--- config.mk ---
export PLATFORM = sky130hd
export DESIGN_NAME = cw_target_top
export DESIGN_NICKNAME = d
export VERILOG_FILES = /design/src/design/cw_pkg.sv /design/src/design/block_cipher.sv /design/src/design/crypt_regs.sv /design/src/design/cw_target_top.sv /design/src/design/usb_reg_fe.sv
export SDC_FILE = /design/constraint.sdc
export NUM_CORES = 2
export LEC_CHECK = 0
export BUFFER_PORTS_ARGS = -buffer_cell sky130_fd_sc_hd__clkbuf_2
export CORE_UTILIZATION = 31
export CTS_CLUSTER_DIAMETER = 40
export DETAILED_ROUTE_END_ITERATION = 10
export PLACE_DENSITY = 0.45
export SETUP_SLACK_MARGIN = 0.2
export SLEW_MARGIN = 10
export SYNTH_ARGS = -nofsm -noshare
export SYNTH_HDL_FRONTEND = slang
export SYNTH_SLANG_ARGS = --single-unit
--- constraint.sdc ---
create_clock -name crypt_clk -period 5.7 [get_ports crypt_clk]
set_input_delay 0.57 -clock crypt_clk [delete_from_list [all_inputs] [get_ports crypt_clk]]
set_output_delay 0.57 -clock crypt_clk [all_outputs]
set_load 0.01 [all_outputs]
--- src/design/cw_pkg.sv ---
`default_nettype none

package cw_pkg;

   // Host bus geometry
   localparam int ADDR_WIDTH     = 8;
   localparam int BYTECNT_SIZE   = 4;                          // Byte select inside a register
   localparam int REG_ADDR_WIDTH = ADDR_WIDTH - BYTECNT_SIZE;  // Register select

   // Cipher dimensions
   localparam int BLOCK_WIDTH     = 128;    // Key, plaintext and ciphertext
   localparam int ROUNDS          = 16;
   localparam int ROUND_CNT_WIDTH = $clog2(ROUNDS);

   // Index of the final round, typed to match the round counter
   localparam logic [ROUND_CNT_WIDTH-1:0] LAST_ROUND = ROUND_CNT_WIDTH'(ROUNDS - 1);

   // Fixed byte for the ident register
   localparam logic [7:0] IDENT_VALUE = 8'hC5;

   // Register map, upper address bits
   typedef enum logic [REG_ADDR_WIDTH-1:0] {
      REG_USER_LED  = 4'd0,    // Bit 0 drives the LED
      REG_STATUS    = 4'd1,    // Read only, busy and done-seen
      REG_KEY       = 4'd2,
      REG_TEXTIN    = 4'd3,
      REG_CIPHEROUT = 4'd4,    // Read only
      REG_GO        = 4'd5,    // Any write starts a run
      REG_IDENT     = 4'd6     // Read only
   } reg_addr_e;

   // Cipher control
   typedef enum logic {
      CS_IDLE = 1'b0,
      CS_RUN  = 1'b1
   } crypt_state_e;

endpackage

`default_nettype wire

--- src/design/block_cipher.sv ---
`timescale 1ns/1ps
`default_nettype none

module block_cipher (
   input  wire                            crypt_clk,
   input  wire                            rst,
   input  wire                            start,
   input  wire  [cw_pkg::BLOCK_WIDTH-1:0] key,
   input  wire  [cw_pkg::BLOCK_WIDTH-1:0] text_in,
   output wire  [cw_pkg::BLOCK_WIDTH-1:0] cipher_out,
   output wire                            busy,
   output logic                           done
);

   cw_pkg::crypt_state_e               state_q;
   logic [cw_pkg::ROUND_CNT_WIDTH-1:0] round_q;
   logic [cw_pkg::BLOCK_WIDTH-1:0]     data_q;   // Round state
   logic [cw_pkg::BLOCK_WIDTH-1:0]     key_q;    // Key frozen for the run
   logic                               load;

   // One round, key mix then rotate then index into the low byte
   function automatic logic [cw_pkg::BLOCK_WIDTH-1:0] round_fn(
      input logic [cw_pkg::BLOCK_WIDTH-1:0]     blk,
      input logic [cw_pkg::BLOCK_WIDTH-1:0]     k,
      input logic [cw_pkg::ROUND_CNT_WIDTH-1:0] idx
   );
      logic [2*cw_pkg::BLOCK_WIDTH-1:0] wide;
      logic [cw_pkg::BLOCK_WIDTH-1:0]   mix;
      wide = {k, k} << (8 * idx);                       // Round key, key rotated left 8*idx
      mix  = blk ^ wide[2*cw_pkg::BLOCK_WIDTH-1 -: cw_pkg::BLOCK_WIDTH];
      mix  = {mix[cw_pkg::BLOCK_WIDTH-2:0], mix[cw_pkg::BLOCK_WIDTH-1]};   // Rotate left by 1
      mix[7:0] = mix[7:0] ^ 8'(idx);
      return mix;
   endfunction

   assign load = (state_q == cw_pkg::CS_IDLE) && start;

   // Control FSM
   always_ff @(posedge crypt_clk) begin
      if (rst) begin
         state_q <= cw_pkg::CS_IDLE;
         round_q <= '0;
         done    <= 1'b0;
      end else begin
         done <= 1'b0;   // Single-cycle pulse
         case (state_q)
            cw_pkg::CS_IDLE: begin
               if (start) begin
                  state_q <= cw_pkg::CS_RUN;
                  round_q <= '0;
               end
            end
            cw_pkg::CS_RUN: begin
               round_q <= round_q + 1'b1;
               if (round_q == cw_pkg::LAST_ROUND) begin
                  state_q <= cw_pkg::CS_IDLE;
                  done    <= 1'b1;   // Lands as busy drops
               end
            end
            default: state_q <= cw_pkg::CS_IDLE;
         endcase
      end
   end

   // Datapath
   always_ff @(posedge crypt_clk) begin
      if (load) begin
         data_q <= text_in;
         key_q  <= key;
      end else if (state_q == cw_pkg::CS_RUN) begin
         data_q <= round_fn(data_q, key_q, round_q);
      end
   end

   assign busy       = (state_q == cw_pkg::CS_RUN);
   assign cipher_out = data_q;   // Valid from the done cycle

   a_busy_done_excl: assert property (@(posedge crypt_clk) disable iff (rst)
      !(busy && done))
      else $error("block_cipher: busy and done overlap");

   // Trigger window length seen by the scope
   a_busy_len: assert property (@(posedge crypt_clk) disable iff (rst)
      $rose(busy) |-> busy [*cw_pkg::ROUNDS] ##1 !busy)
      else $error("block_cipher: busy not %0d cycles", cw_pkg::ROUNDS);

endmodule

`default_nettype wire

--- src/design/crypt_regs.sv ---
`timescale 1ns/1ps
`default_nettype none

module crypt_regs (
   input  wire                               crypt_clk,
   input  wire                               rst,
   input  wire  [cw_pkg::REG_ADDR_WIDTH-1:0] reg_address,
   input  wire  [cw_pkg::BYTECNT_SIZE-1:0]   reg_bytecnt,
   input  wire  [7:0]                        reg_datao,
   input  wire                               reg_read,
   input  wire                               reg_write,
   output logic [7:0]                        read_data,
   input  wire                               exttrigger_in,
   input  wire  [cw_pkg::BLOCK_WIDTH-1:0]    cipher_in,
   input  wire                               busy,
   input  wire                               done,
   output wire  [cw_pkg::BLOCK_WIDTH-1:0]    key,
   output wire  [cw_pkg::BLOCK_WIDTH-1:0]    text_out,
   output logic                              start,
   output wire                               user_led
);

   cw_pkg::reg_addr_e              reg_sel;
   logic [cw_pkg::BLOCK_WIDTH-1:0] key_q;
   logic [cw_pkg::BLOCK_WIDTH-1:0] text_q;
   logic [cw_pkg::BLOCK_WIDTH-1:0] cipher_q;   // Last ciphertext
   logic                           led_q;
   logic                           done_seen;  // Sticky until next start
   logic                           trig_q;     // Trigger level last cycle
   logic                           go_wr;
   logic                           trig_rise;
   logic [7:0]                     status_byte;

   // Byte n lives at bits 8n+7:8n
   function automatic logic [7:0] byte_sel(
      input logic [cw_pkg::BLOCK_WIDTH-1:0]  blk,
      input logic [cw_pkg::BYTECNT_SIZE-1:0] idx
   );
      return blk[idx*8 +: 8];
   endfunction

   assign reg_sel = cw_pkg::reg_addr_e'(reg_address);

   // Host writes into key, plaintext and LED
   always_ff @(posedge crypt_clk) begin
      if (rst) begin
         key_q  <= '0;
         text_q <= '0;
         led_q  <= 1'b0;
      end else if (reg_write) begin
         case (reg_sel)
            cw_pkg::REG_USER_LED: led_q <= reg_datao[0];
            cw_pkg::REG_KEY:      key_q[reg_bytecnt*8 +: 8]  <= reg_datao;
            cw_pkg::REG_TEXTIN:   text_q[reg_bytecnt*8 +: 8] <= reg_datao;
            default: ;            // Read-only and unmapped, write dropped
         endcase
      end
   end

   // Result capture from the cipher
   always_ff @(posedge crypt_clk) begin
      if (rst) begin
         cipher_q  <= '0;
         done_seen <= 1'b0;
      end else begin
         if (done) cipher_q <= cipher_in;
         if (start) begin
            done_seen <= 1'b0;   // New run, old result stale
         end else if (done) begin
            done_seen <= 1'b1;
         end
      end
   end

   // Start sources
   assign go_wr     = reg_write && (reg_sel == cw_pkg::REG_GO);
   assign trig_rise = exttrigger_in && !trig_q;   // Rising edge of the host trigger

   always_ff @(posedge crypt_clk) begin
      if (rst) begin
         trig_q <= 1'b0;
         start  <= 1'b0;
      end else begin
         trig_q <= exttrigger_in;
         // Dropped while running or already starting
         start  <= (go_wr || trig_rise) && !busy && !start;
      end
   end

   assign status_byte = {6'b0, done_seen, busy};

   // Read mux, quiet outside a read pulse
   always_comb begin
      read_data = 8'h00;
      if (reg_read) begin
         case (reg_sel)
            cw_pkg::REG_USER_LED:  read_data = {7'b0, led_q};
            cw_pkg::REG_STATUS:    read_data = status_byte;
            cw_pkg::REG_KEY:       read_data = byte_sel(key_q, reg_bytecnt);
            cw_pkg::REG_TEXTIN:    read_data = byte_sel(text_q, reg_bytecnt);
            cw_pkg::REG_CIPHEROUT: read_data = byte_sel(cipher_q, reg_bytecnt);
            cw_pkg::REG_IDENT:     read_data = cw_pkg::IDENT_VALUE;
            default:               read_data = 8'h00;   // Go and unmapped
         endcase
      end
   end

   assign key      = key_q;
   assign text_out = text_q;
   assign user_led = led_q;

   // Busy comes from the cipher a cycle after start, so the gate must hold
   a_no_start_busy: assert property (@(posedge crypt_clk) disable iff (rst)
      !(start && busy))
      else $error("crypt_regs: start issued while cipher busy");

endmodule

`default_nettype wire

--- src/design/cw_target_top.sv ---
`timescale 1ns/1ps
`default_nettype none

module cw_target_top (
   input  wire                          crypt_clk,
   input  wire                          rst,
   input  wire [cw_pkg::ADDR_WIDTH-1:0] usb_addr,
   input  wire [7:0]                    usb_din,
   output wire [7:0]                    usb_dout,
   output wire                          usb_isout,   // Board wrapper enables the tristate
   input  wire                          usb_cen,
   input  wire                          usb_rdn,
   input  wire                          usb_wrn,
   input  wire                          usb_trigger,
   output wire                          tio_trigger, // Scope capture window
   output wire                          led3
);

   wire [cw_pkg::REG_ADDR_WIDTH-1:0] reg_address;
   wire [cw_pkg::BYTECNT_SIZE-1:0]   reg_bytecnt;
   wire [7:0]                        reg_datao;
   wire [7:0]                        read_data;
   wire                              reg_read;
   wire                              reg_write;
   wire [cw_pkg::BLOCK_WIDTH-1:0]    crypt_key;
   wire [cw_pkg::BLOCK_WIDTH-1:0]    crypt_text;
   wire [cw_pkg::BLOCK_WIDTH-1:0]    crypt_cipher;
   wire                              crypt_start;
   wire                              crypt_busy;
   wire                              crypt_done;

   usb_reg_fe u_reg_fe (
      .crypt_clk   (crypt_clk),
      .rst         (rst),
      .usb_addr    (usb_addr),
      .usb_din     (usb_din),
      .usb_dout    (usb_dout),
      .usb_isout   (usb_isout),
      .usb_cen     (usb_cen),
      .usb_rdn     (usb_rdn),
      .usb_wrn     (usb_wrn),
      .reg_address (reg_address),
      .reg_bytecnt (reg_bytecnt),
      .reg_datao   (reg_datao),
      .read_data   (read_data),
      .reg_read    (reg_read),
      .reg_write   (reg_write)
   );

   crypt_regs u_regs (
      .crypt_clk     (crypt_clk),
      .rst           (rst),
      .reg_address   (reg_address),
      .reg_bytecnt   (reg_bytecnt),
      .reg_datao     (reg_datao),
      .reg_read      (reg_read),
      .reg_write     (reg_write),
      .read_data     (read_data),
      .exttrigger_in (usb_trigger),    // Host trigger, edge starts a run
      .cipher_in     (crypt_cipher),
      .busy          (crypt_busy),
      .done          (crypt_done),
      .key           (crypt_key),
      .text_out      (crypt_text),
      .start         (crypt_start),
      .user_led      (led3)
   );

   block_cipher u_cipher (
      .crypt_clk  (crypt_clk),
      .rst        (rst),
      .start      (crypt_start),
      .key        (crypt_key),
      .text_in    (crypt_text),
      .cipher_out (crypt_cipher),
      .busy       (crypt_busy),
      .done       (crypt_done)
   );

   assign tio_trigger = crypt_busy;   // High for the whole run

endmodule

`default_nettype wire

--- src/design/usb_reg_fe.sv ---
`timescale 1ns/1ps
`default_nettype none

module usb_reg_fe (
   input  wire                               crypt_clk,
   input  wire                               rst,
   input  wire  [cw_pkg::ADDR_WIDTH-1:0]     usb_addr,
   input  wire  [7:0]                        usb_din,
   output logic [7:0]                        usb_dout,
   output wire                               usb_isout,
   input  wire                               usb_cen,
   input  wire                               usb_rdn,
   input  wire                               usb_wrn,
   output wire  [cw_pkg::REG_ADDR_WIDTH-1:0] reg_address,
   output wire  [cw_pkg::BYTECNT_SIZE-1:0]   reg_bytecnt,
   output wire  [7:0]                        reg_datao,
   input  wire  [7:0]                        read_data,
   output wire                               reg_read,
   output wire                               reg_write
);

   logic [cw_pkg::ADDR_WIDTH-1:0] addr_q;   // Held for the whole strobe
   logic [7:0]                    din_q;
   logic                          rd_en_q;  // Sampled combined read enable
   logic                          rd_en_qq;
   logic                          wr_en_q;  // Sampled combined write enable
   logic                          wr_en_qq;
   logic                          rd_en_in;
   logic                          wr_en_in;
   logic                          bus_start;

   // Chip enable qualifies both strobes
   assign rd_en_in = ~usb_cen & ~usb_rdn;
   assign wr_en_in = ~usb_cen & ~usb_wrn;

   // New access seen on the pins while the bus was quiet last cycle
   assign bus_start = (rd_en_in | wr_en_in) & ~(rd_en_q | wr_en_q);

   always_ff @(posedge crypt_clk) begin
      if (rst) begin
         rd_en_q  <= 1'b0;
         rd_en_qq <= 1'b0;
         wr_en_q  <= 1'b0;
         wr_en_qq <= 1'b0;
      end else begin
         rd_en_q  <= rd_en_in;
         rd_en_qq <= rd_en_q;
         wr_en_q  <= wr_en_in;
         wr_en_qq <= wr_en_q;
      end
   end

   // Address and data captured on the same edge as the enables
   always_ff @(posedge crypt_clk) begin
      if (bus_start) begin
         addr_q <= usb_addr;
         din_q  <= usb_din;
      end
   end

   // One pulse per strobe, a held strobe only fires once
   assign reg_read  = rd_en_q & ~rd_en_qq;
   assign reg_write = wr_en_q & ~wr_en_qq;

   assign reg_address = addr_q[cw_pkg::ADDR_WIDTH-1:cw_pkg::BYTECNT_SIZE];
   assign reg_bytecnt = addr_q[cw_pkg::BYTECNT_SIZE-1:0];
   assign reg_datao   = din_q;

   // Read byte held until the next read pulse
   always_ff @(posedge crypt_clk) begin
      if (reg_read) usb_dout <= read_data;
   end

   assign usb_isout = rd_en_q;   // Drive the bus while read is sampled low

   // Host must never assert both strobes in one access
   a_rd_wr_excl: assert property (@(posedge crypt_clk) disable iff (rst)
      !(reg_read && reg_write))
      else $error("usb_reg_fe: read and write pulses overlap");

endmodule

`default_nettype wire

==> impl.org <==
** Floorplan
- From bottom edge to top edge, the die measures 338 µm.
- Area of the core :: 111,000 µm²
- Overall die area :: 114,000 µm²
- Initial standard-cell utilization of the core :: 0.314
- 33 I/O pins were placed.
- From left edge to right edge, the die measures 338 µm.
- The floorplan has 122 rows.

** Timing
- Slew at the pin with the worst max-slew slack :: 1.13 ns
- Unrepaired setup endpoints after global routing :: no
- Final number of max-transition violations :: 0
- On the final layout, the worst clock skew is 0.0273 ns.
- In the post-route analysis, the smallest setup slack over all paths is 1.89 ns.
- Headroom to the max-slew limit came out at 0.243.
- Final period util :: 0.668
- The final hold violation count is 0.
- Setup violators final :: 0
- Timing would allow up to 263 MHz.
- In the final timing run, aggregate negative setup slack is 0 ns.
- Final critical path time including I/O delays and setup :: 3.81 ns

** Clocking
- TritonCTS clock tree :: yes
- Buffer cell driving the clock tree root :: sky130_fd_sc_hd__clkbuf_16
- Sink count of the clock tree :: 678
- Number of buffers created by CTS :: 121
- No sink is reached through more buffers than the 3 on the longest clock path.
- Number of setup buffers added after CTS :: 0
- H-tree level count :: 3
- Post-CTS sizing :: 0
- Hold repair after CTS inserted 0 buffers.
- After clock tree synthesis, the clock-pin slew on the worst setup and hold paths is 0.06 ns.
- Clock latency at the later pin of the worst-skew pair :: 0.69 ns

** Route
- Using the TritonRoute via totals, the vias-per-cell ratio works out to 5.72.
- For this block, the routed nets add up to 149,000 µm of wire.
- First-pass detailed-route iteration total :: 6
- Post-detailed-route DRC marker count :: 0
- Dividing the detail-routed wire length by the instance count gives 30.8 µm.
- For this block, the via count after detailed routing is 27,600.
- For this block, the initial DRC count from the detailed router was 3,281.
- The count of nets left with antenna violations once routing finished came out at 0.

** Logic synthesis
- Yosys attributes the largest share of cell area to sky130_fd_sc_hd__edfxtp_1, sky130_fd_sc_hd__dfxtp_1, sky130_fd_sc_hd__mux2i_1.
- Gate count after technology mapping :: 3,247
- The netlist uses 72 different library cells.
- Synthesized netlist net count :: 3,274
- Most common cell in the netlist :: sky130_fd_sc_hd__nor2_1
- The average instance in the mapped netlist occupies 10.8 µm².
- In the synthesized netlist the async set-or-reset flop fraction comes to 0.
- Of all cell types, the one taking the most synthesized area is sky130_fd_sc_hd__edfxtp_1.
- Area of the mapped netlist :: 34,900 µm²
- Synthesis inferred 678 register bits.
- Yosys printed 0 warnings.
- For this run, the register share of the synthesized area comes to 0.469.
- The most used flip-flop cell after synthesis is sky130_fd_sc_hd__dfxtp_1.
- Number of enable flip-flop cells after synthesis :: 280
- Most common library cells after synthesis :: sky130_fd_sc_hd__nor2_1, sky130_fd_sc_hd__dfxtp_1, sky130_fd_sc_hd__mux2i_1, sky130_fd_sc_hd__a21oi_1, sky130_fd_sc_hd__edfxtp_1
- The share of synthesized area in the top cell type comes to 0.241.

** Worst setup path
- Worst Setup End Kind :: flop
- Critical path data required time :: 6.30 ns
- Worst-path fanout max :: 16
- The worst setup path is of the flop to flop kind.
- The worst setup path is launched from a flop.
- Data on the critical path arrives at its endpoint at 4.41 ns.

** Finish
- Share of layout cells above drive strength 1 :: 0.195
- The area growth from synthesis to layout is 17.2%.
- For this run, the post-layout net count is 3,255.

** Global route
- The first global-routing pass estimated 208,000 µm of wire.
- For this run the aggregate overflow at the end of global routing stands at 0.
- Entering global routing, the biggest net connects 181 pins.
- The number of global-route vias before repair is 26,400.
- The initial antenna violation count is 4.
- Total routing usage reported by global routing :: 0.258

** Flow run
- The tool flagged a number of max-cap violations equal to 0.

** Placed design
- The HPWL after detailed placement is 103,000 µm.
- Routability-driven placement finished with a final weighted congestion of 0.946.
- Number of port buffers :: 32
- Pre-CTS WS :: 2.06 ns

** Power
- Power density over the cells :: 349 nW/µm²
- Max IR drop VDD :: 0.234 mV
- Leakage power summed over all cells :: 13.9 nW

** Min path
- Hold WC Path Type :: input pin to flop

** Status
- Status :: complete, no violations
-- where the power goes --
group / total [mW] / internal (mW) / switching (mW)
combinational: 1.33 / 0.444 / 0.888
clock: 7.49 / 4.73 / 2.76
sequential: 5.46 / 5.28 / 0.178
total: 14.3 / 10.5 / 3.83
-- final timing paths --
| kind | slack [ns] | endpoint | start | depth (start not counted) |
|---|---|---|---|---|
| setup / recovery | 1.89 | u_regs.key[64] | u_reg_fe.addr_q[0] | 9 |
| hold / removal | 0.05 | u_reg_fe.addr_q[2] | usb_addr[2] | 1 |
| setup reg to reg | 1.89 | u_regs.key[64] | u_reg_fe.addr_q[0] | 9 |
| hold reg to reg | 0.46 | u_cipher.key_q[12] | u_regs.key[12] | 0 |
-- cells by family after synthesis --
logic type               synth area share
multiplexers                        0.244
XOR/XNOR                           0.0334
AO/OA/AOI/OAI                      0.0986
buffers and inverters              0.0354
flip-flops                          0.469
AND/OR/NAND/NOR                     0.118
adder cells (fa/ha/maj)           0.00179
-- worst max-delay path, stage by stage, from the launching register on --
cell and delay, ns:
sky130_fd_sc_hd__edfxtp_1 0.39, sky130_fd_sc_hd__buf_4 0.32, sky130_fd_sc_hd__or2_2 0.28, sky130_fd_sc_hd__nor2_4 0.09, sky130_fd_sc_hd__ha_1 0.23, sky130_fd_sc_hd__a211oi_1 0.35
sky130_fd_sc_hd__nand2b_1 0.63, sky130_fd_sc_hd__nor2_1 1.09, sky130_fd_sc_hd__nand3_1 0.16, sky130_fd_sc_hd__a21oi_1 0.16
-- placed cells by master, fill, tap and decap left out, drive strengths merged, types with 26 or more instances in the layout --
cell type / synthesis / routed
nor2: 498 / 498
dfxtp: 398 / 398
mux2i: 359 / 359
a21oi: 319 / 319
edfxtp: 280 / 280
nand2: 220 / 220
clkbuf: 148 / 178
mux4: 154 / 154
mux2: 130 / 130
xor2: 125 / 125
nand3: 113 / 113
buf: 115 / 90
a221oi: 68 / 68
o21ai: 42 / 42
a22oi: 41 / 41
nor3: 38 / 38
clkinv: 2 / 35
inv: 9 / 34
and3: 26 / 26
-- sequential cells by signal, indices dropped and copies added (netlist names), 4 cells and up --
register,flops
u_reg_fe.addr_q,8
u_reg_fe.usb_dout,8
u_cipher.key_q,128
u_regs.key,128
u_cipher.cipher_out,128
u_reg_fe.reg_datao,8
u_regs.cipher_q,128
u_cipher.round_q,4
u_regs.text_out,128
-- layer usage --
metal	GRT usage	routed length, µm	vias to the layer above
met2	0.395	66200	1446
met1	0.355	63700	13800
met3	0.0458	12000	313
met5	0	0	-
met4	0.114	6790	0
li1	-	-	12000
-- per-stage QoR --
stage               utilization  std cells  hold WS (ns)  instance area (µm²)  power (mW)
floorplan                     -       3247         0.418                34900        6.31
global placement          0.330       4593         0.443                36700        6.87
global route              0.368       4821        0.0433                40900        14.6
finish                    0.368       4822        0.0543                40900        14.3
CTS                       0.368       4821        0.0207                40900        14.3
detailed placement        0.330       4593         0.447                36700        6.87
-- final cells by class --
class | count | area (µm²)
well taps | 1488 | 1860
repair buffers | 121 | 1010
fillers | 11200 | 70200
flip-flops and latches | 678 | 16400
inverters | 11 | 51.3
multi-input cells | 2295 | 17400
clock buffers | 147 | 3360
diodes | 1 | 2.50
clock inverters | 81 | 862
Note: power is estimated with default switching activity, not from simulation.
